$ cat src/norm_div_pkg.sv
package norm_div_pkg;

    // operand and result width
    localparam int DATA_W = 32;

    // bit length and iteration count, holds 0 to DATA_W
    localparam int CNT_W = 6;

    typedef logic [DATA_W-1:0]   data_t;

    // partial remainder and aligned divisor
    typedef logic [2*DATA_W-1:0] wide_t;

    // significant bits of a magnitude, zero for a zero value
    typedef logic [CNT_W-1:0]    bitlen_t;

    // one prepared operand
    typedef struct packed {
        data_t   magnitude;
        bitlen_t bitlen;
        logic    negative;
    } operand_info_t;

    typedef struct packed {
        data_t quotient;
        data_t remainder;
    } div_result_t;

    // core sequence
    typedef enum logic [2:0] {
        IDLE,
        LOAD,
        CHECK,
        CALC,
        FIXUP,
        DONE
    } div_state_e;

endpackage

$ cat src/div_operand_prep.sv
`timescale 1ns/100ps

module div_operand_prep (
    input  norm_div_pkg::data_t         value,
    input  logic                        sign,
    output norm_div_pkg::operand_info_t info
);

    logic                  neg;
    norm_div_pkg::data_t   mag;
    norm_div_pkg::bitlen_t len;

    // only a signed operation sees the top bit as a sign
    assign neg = sign & value[norm_div_pkg::DATA_W-1];

    // two's complement magnitude
    // the most negative value maps onto itself, which is still right unsigned
    assign mag = neg ? (~value + 1'b1) : value;

    // leading one search, the highest set bit wins
    always_comb begin
        len = '0;
        for (int i = 0; i < norm_div_pkg::DATA_W; i++) begin
            if (mag[i]) begin
                len = norm_div_pkg::bitlen_t'(i + 1);
            end
        end
    end

    assign info = '{
        magnitude: mag,
        bitlen:    len,
        negative:  neg
    };

endmodule

$ cat src/div_iter_core.sv
`timescale 1ns/100ps

module div_iter_core (
    input  logic                        clk,
    input  logic                        rstn,
    input  logic                        en,
    input  logic                        flush,
    input  norm_div_pkg::operand_info_t dvd_info,
    input  norm_div_pkg::operand_info_t dvs_info,
    output logic                        busy,
    output logic                        ready,
    output norm_div_pkg::div_result_t   result
);

    norm_div_pkg::div_state_e    state;
    norm_div_pkg::div_state_e    state_nxt;

    // operands as sampled on the accepting edge
    norm_div_pkg::operand_info_t dvd_q;
    norm_div_pkg::operand_info_t dvs_q;

    // length difference and the alignment shift derived from it
    norm_div_pkg::bitlen_t       diff_q;
    norm_div_pkg::bitlen_t       align_sh;

    logic                        early_q;
    logic                        quo_neg_q;
    logic [norm_div_pkg::CNT_W-1:0] iter_cnt;

    // working registers of the restoring loop
    norm_div_pkg::wide_t         rem_q;
    norm_div_pkg::wide_t         dvs_w;
    norm_div_pkg::wide_t         trial;
    norm_div_pkg::wide_t         minus;
    norm_div_pkg::data_t         quo_q;

    norm_div_pkg::data_t         early_rem;
    norm_div_pkg::data_t         quo_fix;
    norm_div_pkg::data_t         rem_fix;
    norm_div_pkg::div_result_t   result_q;

    function automatic norm_div_pkg::data_t neg_if(
        input logic                neg,
        input norm_div_pkg::data_t v
    );
        return neg ? (~v + 1'b1) : v;
    endfunction

    // divisor one place lower, then the trial subtraction
    assign trial    = dvs_w >> 1;
    assign minus    = rem_q - trial;

    // placed one above the dividend's leading one so the first CALC brings it in line
    assign align_sh = diff_q + norm_div_pkg::bitlen_t'(1);

    // sign correction of the results
    assign early_rem = neg_if(dvd_q.negative, dvd_q.magnitude);
    assign quo_fix   = neg_if(quo_neg_q, quo_q);
    assign rem_fix   = neg_if(dvd_q.negative, rem_q[norm_div_pkg::DATA_W-1:0]);

    always_ff @(posedge clk or negedge rstn) begin
        if (!rstn) begin
            state <= norm_div_pkg::IDLE;
        end else if (flush) begin
            state <= norm_div_pkg::IDLE;
        end else begin
            state <= state_nxt;
        end
    end

    always_comb begin
        state_nxt = state;
        case (state)
            norm_div_pkg::IDLE: begin
                if (en) begin
                    state_nxt = norm_div_pkg::LOAD;
                end
            end
            norm_div_pkg::LOAD: begin
                state_nxt = norm_div_pkg::CHECK;
            end
            norm_div_pkg::CHECK: begin
                state_nxt = early_q ? norm_div_pkg::DONE : norm_div_pkg::CALC;
            end
            norm_div_pkg::CALC: begin
                // last quotient bit this cycle
                if (iter_cnt == norm_div_pkg::CNT_W'(1)) begin
                    state_nxt = norm_div_pkg::FIXUP;
                end
            end
            norm_div_pkg::FIXUP: begin
                state_nxt = norm_div_pkg::DONE;
            end
            norm_div_pkg::DONE: begin
                state_nxt = norm_div_pkg::IDLE;
            end
            default: begin
                state_nxt = norm_div_pkg::IDLE;
            end
        endcase
    end

    // control registers and the result
    always_ff @(posedge clk or negedge rstn) begin
        if (!rstn) begin
            early_q  <= 1'b0;
            iter_cnt <= '0;
            result_q <= '0;
        end else if (flush) begin
            early_q  <= 1'b0;
            iter_cnt <= '0;
            result_q <= '0;
        end else begin
            // result only holds a value during DONE
            result_q <= '0;
            case (state)
                norm_div_pkg::LOAD: begin
                    // divisor longer than dividend, or a zero divisor
                    early_q <= (dvs_q.bitlen > dvd_q.bitlen) || (dvs_q.bitlen == '0);
                end
                norm_div_pkg::CHECK: begin
                    if (early_q) begin
                        result_q.quotient  <= '0;
                        result_q.remainder <= early_rem;
                    end else begin
                        iter_cnt <= align_sh;
                    end
                end
                norm_div_pkg::CALC: begin
                    iter_cnt <= iter_cnt - 1'b1;
                end
                norm_div_pkg::FIXUP: begin
                    result_q.quotient  <= quo_fix;
                    result_q.remainder <= rem_fix;
                end
            endcase
        end
    end

    // operand and datapath registers
    always_ff @(posedge clk) begin
        if (flush) begin
            dvd_q     <= '0;
            dvs_q     <= '0;
            diff_q    <= '0;
            quo_neg_q <= 1'b0;
            rem_q     <= '0;
            dvs_w     <= '0;
            quo_q     <= '0;
        end else begin
            case (state)
                norm_div_pkg::IDLE: begin
                    if (en) begin
                        dvd_q <= dvd_info;
                        dvs_q <= dvs_info;
                    end
                end
                norm_div_pkg::LOAD: begin
                    rem_q     <= norm_div_pkg::wide_t'(dvd_q.magnitude);
                    quo_q     <= '0;
                    diff_q    <= dvd_q.bitlen - dvs_q.bitlen;
                    quo_neg_q <= dvd_q.negative ^ dvs_q.negative;
                end
                norm_div_pkg::CHECK: begin
                    dvs_w <= norm_div_pkg::wide_t'(dvs_q.magnitude) << align_sh;
                end
                norm_div_pkg::CALC: begin
                    dvs_w <= trial;
                    // restore by keeping the old remainder when negative
                    if (!minus[2*norm_div_pkg::DATA_W-1]) begin
                        rem_q <= minus;
                    end
                    quo_q <= {quo_q[norm_div_pkg::DATA_W-2:0],
                              ~minus[2*norm_div_pkg::DATA_W-1]};
                end
            endcase
        end
    end

    assign busy   = (state != norm_div_pkg::IDLE);
    assign ready  = (state == norm_div_pkg::DONE);
    assign result = result_q;

endmodule

$ cat src/norm_divider.sv
`timescale 1ns/100ps

module norm_divider (
    input  logic                      clk,
    input  logic                      rstn,
    input  logic                      en,
    input  logic                      sign,
    input  logic                      flush,
    input  norm_div_pkg::data_t       dividend,
    input  norm_div_pkg::data_t       divisor,
    output logic                      busy,
    output logic                      ready,
    output norm_div_pkg::div_result_t result
);

    norm_div_pkg::operand_info_t dvd_info;
    norm_div_pkg::operand_info_t dvs_info;

    // dividend magnitude and length
    div_operand_prep u_dvd_prep (
        .value (dividend),
        .sign  (sign),
        .info  (dvd_info)
    );

    // divisor magnitude and length
    div_operand_prep u_dvs_prep (
        .value (divisor),
        .sign  (sign),
        .info  (dvs_info)
    );

    // sequencing, iteration and sign correction
    div_iter_core u_core (
        .clk      (clk),
        .rstn     (rstn),
        .en       (en),
        .flush    (flush),
        .dvd_info (dvd_info),
        .dvs_info (dvs_info),
        .busy     (busy),
        .ready    (ready),
        .result   (result)
    );

endmodule

$ cat config.mk
export PLATFORM = sky130hd
export DESIGN_NAME = norm_divider
export DESIGN_NICKNAME = d
export VERILOG_FILES = /design/src/norm_div_pkg.sv /design/src/div_operand_prep.sv /design/src/div_iter_core.sv /design/src/norm_divider.sv
export SDC_FILE = /design/constraint.sdc
export NUM_CORES = 1
export LEC_CHECK = 0
export BUFFER_PORTS_ARGS = -buffer_cell sky130_fd_sc_hd__buf_2
export CAP_MARGIN = 20
export CORE_ASPECT_RATIO = 1.5
export CORE_MARGIN = 10
export CORE_UTILIZATION = 50
export CTS_BUF_LIST = sky130_fd_sc_hd__clkbuf_2 sky130_fd_sc_hd__clkbuf_4 sky130_fd_sc_hd__clkbuf_8
export DETAILED_ROUTE_END_ITERATION = 10
export PLACE_DENSITY = 0.64
export SKIP_LAST_GASP = 1
export SLEW_MARGIN = 10
export SYNTH_ARGS = -nofsm -noshare
export SYNTH_HDL_FRONTEND = slang
export SYNTH_HIERARCHICAL = 1
export SYNTH_SLANG_ARGS = --single-unit
$ cat constraint.sdc
create_clock -name clk -period 5 [get_ports clk]
set_clock_uncertainty 0.2 [all_clocks]
set_input_delay 0.25 -clock clk [delete_from_list [all_inputs] [get_ports clk]]
set_output_delay 0.25 -clock clk [all_outputs]
set_load 0.01 [all_outputs]
Word level (Yosys, flattened, before mapping):

Index checks and enable logic that the tools add are counted.

* add/subtract/negate cells: 9
* magnitude comparators: 1
* equality and inequality tests: 10
* shift operators: 1
* muxes and demuxes: 86
* bitwise logic cells: 9
* reduce and logical (&&, ||, !) cells: 12

Operator list (count)
* case mux 64 bit (2 select lines): 3
* 2-to-1 mux 32 bit: 6
* adder 32 x 1 -> 32 bit (second input constant): 5
* 2-to-1 mux 5 bit: 32
* NOT 32 bit: 5
* 2-to-1 mux 64 bit: 2
* 2-to-1 mux 4 bit: 16
* case mux 32 bit (2 select lines): 1
* left shift 32 x 6 -> 64 bit: 1
* subtractor 64 x 63 -> 64 bit: 1
* 2-to-1 mux 3 bit: 12
* 2-to-1 mux 6 bit: 4
* case mux 3 bit (5 select lines): 1
* case mux 6 bit (2 select lines): 1
* 2-to-1 mux 2 bit: 4
* AND reduction 2 bit: 4
* adder 6 x 1 -> 6 bit (second input constant): 1
* equality test 3 x 2 -> 1 bit (second input constant): 2
* equality test 3 bit (second input constant): 2
* equality test 6 x 1 -> 1 bit (second input constant): 1
* greater-than comparator 6 bit: 1
* zero test 6 bit: 1
* inequality test 3 bit (second input constant): 2
* nonzero test 2 bit: 3
* other kinds (12): 17

* register bits after elaboration: 319
* bits of input ports: 69
* output and inout bits: 66

Logic depth before layout (Yosys ltp):

Gate-level depths: netlist of the first run.

* depth in word-level cells: 35
* mapped depth: 16

Cells and area by module:

Netlist of the first run, hierarchy kept.

By module, submodules not included
* div_iter_core: times used 1, cells each 2527, area an instance 19592.5 µm², sequential area each 6716.4 µm²
* div_operand_prep: times used 2, cells each 252, area an instance 1557.7 µm², sequential area each 0.0 µm²

Least setup slack after synthesis of the first run:

OpenSTA, ideal clock, no wires.

* path kind: reg-to-reg
* start: register u_core.rem_q[0]
* end: register u_core.rem_q[62]
* data arrival time: 3212 ps
* path slack: 1471 ps
* cell stages (with the launch flop): 17
* path through: dfxtp_1 -> inv_1 -> ha_1 -> inv_1 -> fa_1 -> a211oi_1 -> o21ai_0 -> a31oi_1 -> o31ai_1 -> a41o_1 -> o21ba_2 -> a21oi_1 -> o22ai_1 -> a21oi_1 -> o31a_1 -> xnor2_1 -> a22o_1

* cells in the longest elaborated chain, start to end: 3
* elaborated cells between the ends (all ways): 5
* those cells by class: add/sub (1); eq/ne (1); mux (2); reduce/logical (1)

Ends and longest elaborated chain
* start: declaration: line div_iter_core.sv:31 `norm_div_pkg::wide_t rem_q;`
* start signal: assignment: line div_iter_core.sv:159 `rem_q <= norm_div_pkg::wide_t'(dvd_q.magnitude);`
* start signal: assignment: line div_iter_core.sv:171 `rem_q <= minus;`
* subtractor 64 x 63 -> 64 bit (*): line div_iter_core.sv:51 `assign minus = rem_q - trial;`
* 2-to-1 mux 64 bit or inequality test 2 bit (tied branches)
* case mux 64 bit (2 select lines) or AND reduction 2 bit (tied branches)

Every way passes the cells marked *; elsewhere a longest branch is shown, timed or not. The select of a mux whose other input is x is not followed.
A chain may end at the register's enable or synchronous reset.

Final worst setup path of the first run:

* start: register u_core.rem_q[0]
* end: register u_core.rem_q[60]

The elaborated chain is that of the path after synthesis.

==> metrics, run 1 <==
first-pass GRT wire length=114000 microns; Initial Util=0.505; Clock power frac=0.259; worst-case vdd ir drop=0.000171 V; r2r setup slk=0.47 ns; max cap viols=0; Final Cycle Share=0.906; Die ar.=54500 sq um; crit path max fanout=5; area of the multi-input gates=14700 sq um; Worst setup EP type=flip-flop; sequential area share after synthesis=0.296; largest family of logic cells by synthesized area=compound AO/OA/AOI/OAI gates; Seq cells post-synth=317; Syn. warnings=6; nets@finish=3259; CTS H-tree lvls=2; sequential power share=0.318; Row Count=95; Area contributors post-synth=dfxtp_1 21%, dfrtp_1 8.2%, nand2_1 7.6%, a21oi_1 7.2%, xnor2_1 5.1%; Clk Latency, worst-skew pair=0.61 ns; status=complete, no violations; Final Setup Violations=0; vias in the first global route=21700; Critical Path Stages=16; commonest cells after routing, fill and taps aside=455 x nand2_1, 326 x a21oi_1, 279 x nor2_1, 242 x dfxtp_1, 142 x o21ai_0; Cells after Synth=3031; sw frac=0.402; Hold Fails Final Rpt=0; top-area cell type share of the netlist area=0.214; CP top delay family=compound AO/OA/AOI/OAI gates; Final Slew Violations=0; post-CTS sizing=0; Area after DPL=23700 sq um; Syn Area/Cell=7.49 sq um; Die Wd=194 microns; clock slew at reported path FFs=0.06 ns; Worst Hold Launch=dividend[31]; register area=6720 sq um; Worst R2R End=u_core/rem_q[60]; clk root buf=clkbuf_8; vias per inst=6.03; crit path kind=reg2reg; Worst Hold End=u_core/dvd_q[9]; WP buf/inv=2; CP startpoint kind=flip-flop; worst-case clock buffer depth=3; CP cell instances=inv_1 > ha_1 > inv_1 > fa_1 > a211oi_1 > o21ai_0 > a31oi_1 > o31ai_1 > a41o_1 > o2111ai_1 > nand3_1 > a21oi_1 > or4_1 > o21ai_0 > xor2_1 > a22o_1; adder-cell share of the synthesized area=0.0442; ANT nets after route=0; Rel. slew slack=0.314; DRT Wirelength=72100 microns; GPL Wtd Cong=0.968; total iterations of the first detailed-routing run=6; syn_nets=3179; slowest CP cell=o31ai_1; RSZ-0062 raised after global routing=no; Core Util, Final=0.566; Synth Cell Area=22700 sq um; io pins=135; crit path DAT=4.83 ns; most common cell after layout, fill and taps aside=nand2_1; Gate power share=0.422; Slowest Stage Delay on Critical Path=0.59 ns; xor/xnor share of the synthesized area=0.0818; layout cells sized above 1=0.116; Tightest Pin Transition=1.02 ns; R2R cell count=16; worst hold-check path type=in2reg; area grow syn2layout=12.0%; Core Area=44900 sq um; Cell variety after synth=94; area fraction in compound gates after synthesis=0.266; CTS tree=done; initial antenna violation count=1; design area=25400 sq um; P_int=5450 uW; chip height=281 microns; Buffers on Ports=134; mux contribution to synthesized area=0.0363; area leader, netlist=dfxtp_1; DR DRC count=0; Post-synth EDFFs=0; Simple-Gate Fraction of Synth Area=0.216; dominant synthesized flop cell=dfxtp_1; Vias=22500; ys async rst share=0.233; wire length per cell=19.3 microns; HPWL Detailed=54700 microns; Setup TNS=0 ns; P_leak=0.0101 uW; hold path depth=6; Max Clk Rate=221 MHz; TritonCTS Buffers=49; PD cells=359 nW/um^2; final worst path period need=4.53 ns; grt ovf=0; gr usage total=0.250; DRT iter0 DRCs=1428; NetSw=3670 uW; largest net degree at the start of global routing=94; clock sinks=317; Total Power=9120 uW; Filler Cell Count=4373; Crit path required time=5.30 ns; R2R Path Start=u_core/rem_q[0]
-- worst max-delay path by stage --
stage | endpoint | start
floorplan | u_core/rem_q[62] | u_core/rem_q[0]
global placement | u_core/rem_q[58] | u_core/dvs_w[3]
detailed placement | u_core/rem_q[61] | u_core/rem_q[10]
CTS | u_core/rem_q[53] | u_core/rem_q[10]
global route | u_core/rem_q[60] | u_core/rem_q[0]
finish | u_core/rem_q[60] | u_core/rem_q[0]
-- per-layer routing --
layer	GRT usage	part of all wire	vias up
li1	-	-	11000
met1	0.270	0.39	10700
met2	0.471	0.52	680
met5	0	0	-
met4	0.120	0.047	0
met3	0.0296	0.044	168
-- state kept, by name (all words and copies together) (netlist names) --
| signal | cells |
|---|---|
| u_core/dvs_q | 39 |
| u_core/quo_q | 32 |
| u_core/early_q | 1 |
| u_core/dvd_q | 39 |
| u_core/dvs_w | 63 |
| u_core/result | 64 |
| u_core/quo_neg_q | 1 |
| u_core/iter_cnt | 6 |
| u_core/rem_q | 63 |
| u_core/state | 3 |
| u_core/diff_q | 6 |
-- cell type report --
cell class,count,share of cell area
multi-input cells,2370,0.578
clock buffers,76,0.0365
repair buffers,248,0.0680
inverters,125,0.0185
flip-flops and latches,317,0.264
diodes,1,0.0000984
well taps,582,0.0286
clock inverters,15,0.00571
-- power by group through the flow --
| stage | Sequential [uW] | Combinational [uW] | Clock, uW |
|---|---|---|---|
| floorplan | 2870 | 2790 | 0 |
| detailed placement | 2960 | 3750 | 0 |
| CTS | 2900 | 3810 | 2430 |
| global placement | 2950 | 3710 | 0 |
| finish | 2910 | 3850 | 2360 |
| global route | 2920 | 4210 | 2530 |
-- kinds of logic after synthesis --
group	Yosys count
compound gates	921
xor+xnor	212
fa+ha+maj	79
buf+inv	344
flops	317
mux	69
simple gates	1089
-- synth_stat cells (all sizes together) (39+ instances only) --
cell / n
xor2: 79
nand3: 88
ha: 77
xnor2: 133
a211oi: 73
clkbuf: 182
dfxtp: 243
mux2i: 53
nor2: 282
nand2: 457
inv: 124
a21oi: 327
o21ai: 146
dfrtp: 74
a22oi: 39
o31ai: 44
nor3: 73
-- stage by stage --
step	hold slack, ns	cells	worst slack, ns
2_1_floorplan	-0.246	3031	1.47
3_3_place_gp	0.225	3574	0.743
3_5_place_dp	0.246	3575	0.579
4_1_cts	0.0135	3731	0.544
5_1_grt	0.0514	3734	0.271
6_report	0.0612	3734	0.470
-- tightest hold or removal path, cell delays in order --
cell and delay [ns]:
buf_2 0.17, nand3b_1 0.12, xor2_1 0.08, inv_1 0.05
nand2_1 0.04, a21oi_1 0.11
-- timing repair --
action                                 4_1_cts  5_1_grt
buffers inserted                             0        0
hold buffers                                65        0
setup endpoints to repair                    0        0
endpoints found under the hold margin      201        0
No activity file was read; power rests on OpenSTA's default activity.
==> run 2, diff against run 1 <==
GPL_TIMING_DRIVEN = 0   (was not set)
==> metrics, run 2 (same netlist as run 1, synthesis figures left out) <==
status=complete, no violations; vias per inst=6.12 (+1.4%); Total Power=9370 uW (+2.7%); DR DRC count=0 (unchanged); most common cell after layout, fill and taps aside=nand2_1; area of the multi-input gates=14600 sq um (-0.42%); Hold Fails Final Rpt=0 (unchanged); Crit path required time=5.34 ns (+0.04 ns); Clk Latency, worst-skew pair=0.61 ns (about the same); vias in the first global route=23700 (+9.2%); r2r setup slk=0.44 ns (-0.03 ns); Final Setup Violations=0 (unchanged); final worst path period need=4.56 ns (+0.0347 ns); Core Util, Final=0.574 (+0.00796); CTS tree=done; ANT nets after route=0 (unchanged); io pins=135 (unchanged); R2R Path Start=u_core/rem_q[10]; area grow syn2layout=13.5%; wire length per cell=21.4 microns (+11%); crit path kind=reg2reg; Initial Util=0.505 (unchanged); max cap viols=0 (unchanged); crit path DAT=4.91 ns (+0.08 ns); first-pass GRT wire length=129000 microns (+13%); Row Count=95 (unchanged); worst-case clock buffer depth=3 (unchanged); gr usage total=0.290 (+0.0405); clk root buf=clkbuf_8; initial antenna violation count=2 (+1); HPWL Detailed=65400 microns (+20%); worst hold-check path type=in2reg; PD cells=363 nW/um^2 (+1.3%); Worst setup EP type=flip-flop; P_leak=0.0101 uW (about the same); design area=25800 sq um (+1.4%); DRT Wirelength=83200 microns (+15%); clock sinks=317 (unchanged); Buffers on Ports=120 (-10%); hold path depth=5 (-1); worst-case vdd ir drop=0.000217 V (+26%); Final Slew Violations=0 (unchanged); GPL Wtd Cong=1.01 (+4.1%); commonest cells after routing, fill and taps aside=457 x nand2_1, 326 x a21oi_1, 281 x nor2_1, 243 x dfxtp_1, 181 x clkbuf_1; layout cells sized above 1=0.0955 (-0.0203); nets@finish=3406 (+4.5%); TritonCTS Buffers=49 (unchanged); Area after DPL=24100 sq um (+1.7%); Tightest Pin Transition=0.981 ns (-0.0435 ns); Filler Cell Count=4328 (-1.0%); largest net degree at the start of global routing=41 (-56%); clock slew at reported path FFs=0.07 ns (about the same); Die ar.=54500 sq um (unchanged); Worst R2R End=u_core/rem_q[34]; grt ovf=0 (unchanged); total iterations of the first detailed-routing run=6 (unchanged); crit path max fanout=10 (+5); Worst Hold End=u_core/dvd_q[34]; Worst Hold Launch=dividend[27]; Rel. slew slack=0.339 (+0.0246); R2R cell count=14 (-2); register area=6720 sq um (about the same); max reg flops=64 (unchanged); Setup TNS=0 ns (unchanged); pre-CTS setup slack=0.144 ns (-0.435 ns); Core Area=44900 sq um (unchanged); Final Worst Setup Slack=0.435 ns (-0.0347 ns); RSZ-0062 raised after global routing=no; DRT iter0 DRCs=1726 (+21%); CP startpoint kind=flip-flop; chip height=281 microns (unchanged); Max Clk Rate=219 MHz (-0.76%); Final Cycle Share=0.913 (+0.00693); Die Wd=194 microns (unchanged); Vias=23700 (+5.4%); CTS H-tree lvls=2 (unchanged)
run 2: cell types whose count changed in the layout (fill, tap and decap cells not counted), sizes merged:
cell / before / now
dlygate4sd3: 65 / 51
clkbuf: 76 / 263
bufinv: 2 / 3
buf: 183 / 161
clkinv: 12 / 7
diode: 1 / 3
run 2: power breakdown:
| group | switching, uW | total (uW) | internal [uW] |
|---|---|---|---|
| sequential | 218 | 2910 | 2690 |
| combinational | 2500 | 3950 | 1450 |
| clock | 1080 | 2510 | 1430 |
| total | 3790 | 9370 | 5580 |
run 2: final cells by class:
cell class,instances,share of cell area
Sequential cell,317,0.261
Antenna cell,3,0.000291
Inverter,125,0.0182
Multi-Input combinational cell,2370,0.568
Timing Repair Buffer,176,0.0460
Clock buffer,80,0.0391
Clock inverter,11,0.00534
Tap cell,582,0.0282
Buffer,219,0.0343
run 2: worst max-delay path by stage:
stage,startpoint,to,slack [ns],cells after the start
6_report,u_core/rem_q[10],u_core/rem_q[34],0.44,14
4_1_cts,u_core/rem_q[10],u_core/rem_q[34],0.10,13
3_3_place_gp,u_core/rem_q[10],u_core/rem_q[30],0.26,13
3_5_place_dp,u_core/rem_q[10],u_core/rem_q[34],0.14,13
5_1_grt,u_core/rem_q[10],u_core/rem_q[41],0.18,14
2_1_floorplan,u_core/rem_q[0],u_core/rem_q[62],1.47,16
run 2: metrics by stage:
| step | hold slack (ns) | std cells |
|---|---|---|
| 6_report | 0.0451 | 3883 |
| 3_3_place_gp | 0.241 | 3733 |
| 2_1_floorplan | -0.246 | 3031 |
| 3_5_place_dp | 0.0337 | 3734 |
| 5_1_grt | 0.0849 | 3882 |
| 4_1_cts | 0.00421 | 3877 |
run 2: routing by layer:
layer	vias up	GRT usage	routed length, microns
met1	11200	0.298	30500
met5	-	0	0
met2	919	0.536	42300
met3	297	0.0420	4560
li1	11300	-	-
met4	0	0.196	5850
run 2: critical path, cell delays in order, from the launching register on:
cell and delay (ns):
dfxtp_1 0.54, ha_1 0.37, a21oi_1 0.25, o21ai_0 0.18
a221oi_1 0.32, o21ai_0 0.14, a31oi_2 0.45, o31ai_2 0.23
a21oi_2 0.38, o31ai_4 0.18, a211oi_4 0.31, buf_12 0.17
clkbuf_1 0.49, nand2_1 0.12, a21oi_1 0.15
run 2: repair_timing:
action / in CTS / in global routing
resized for setup: 0 / 1
hold buffers: 52 / 0
buffers inserted: 0 / 2
endpoints found under the hold margin: 123 / 0
setup endpoints to repair: 0 / 40
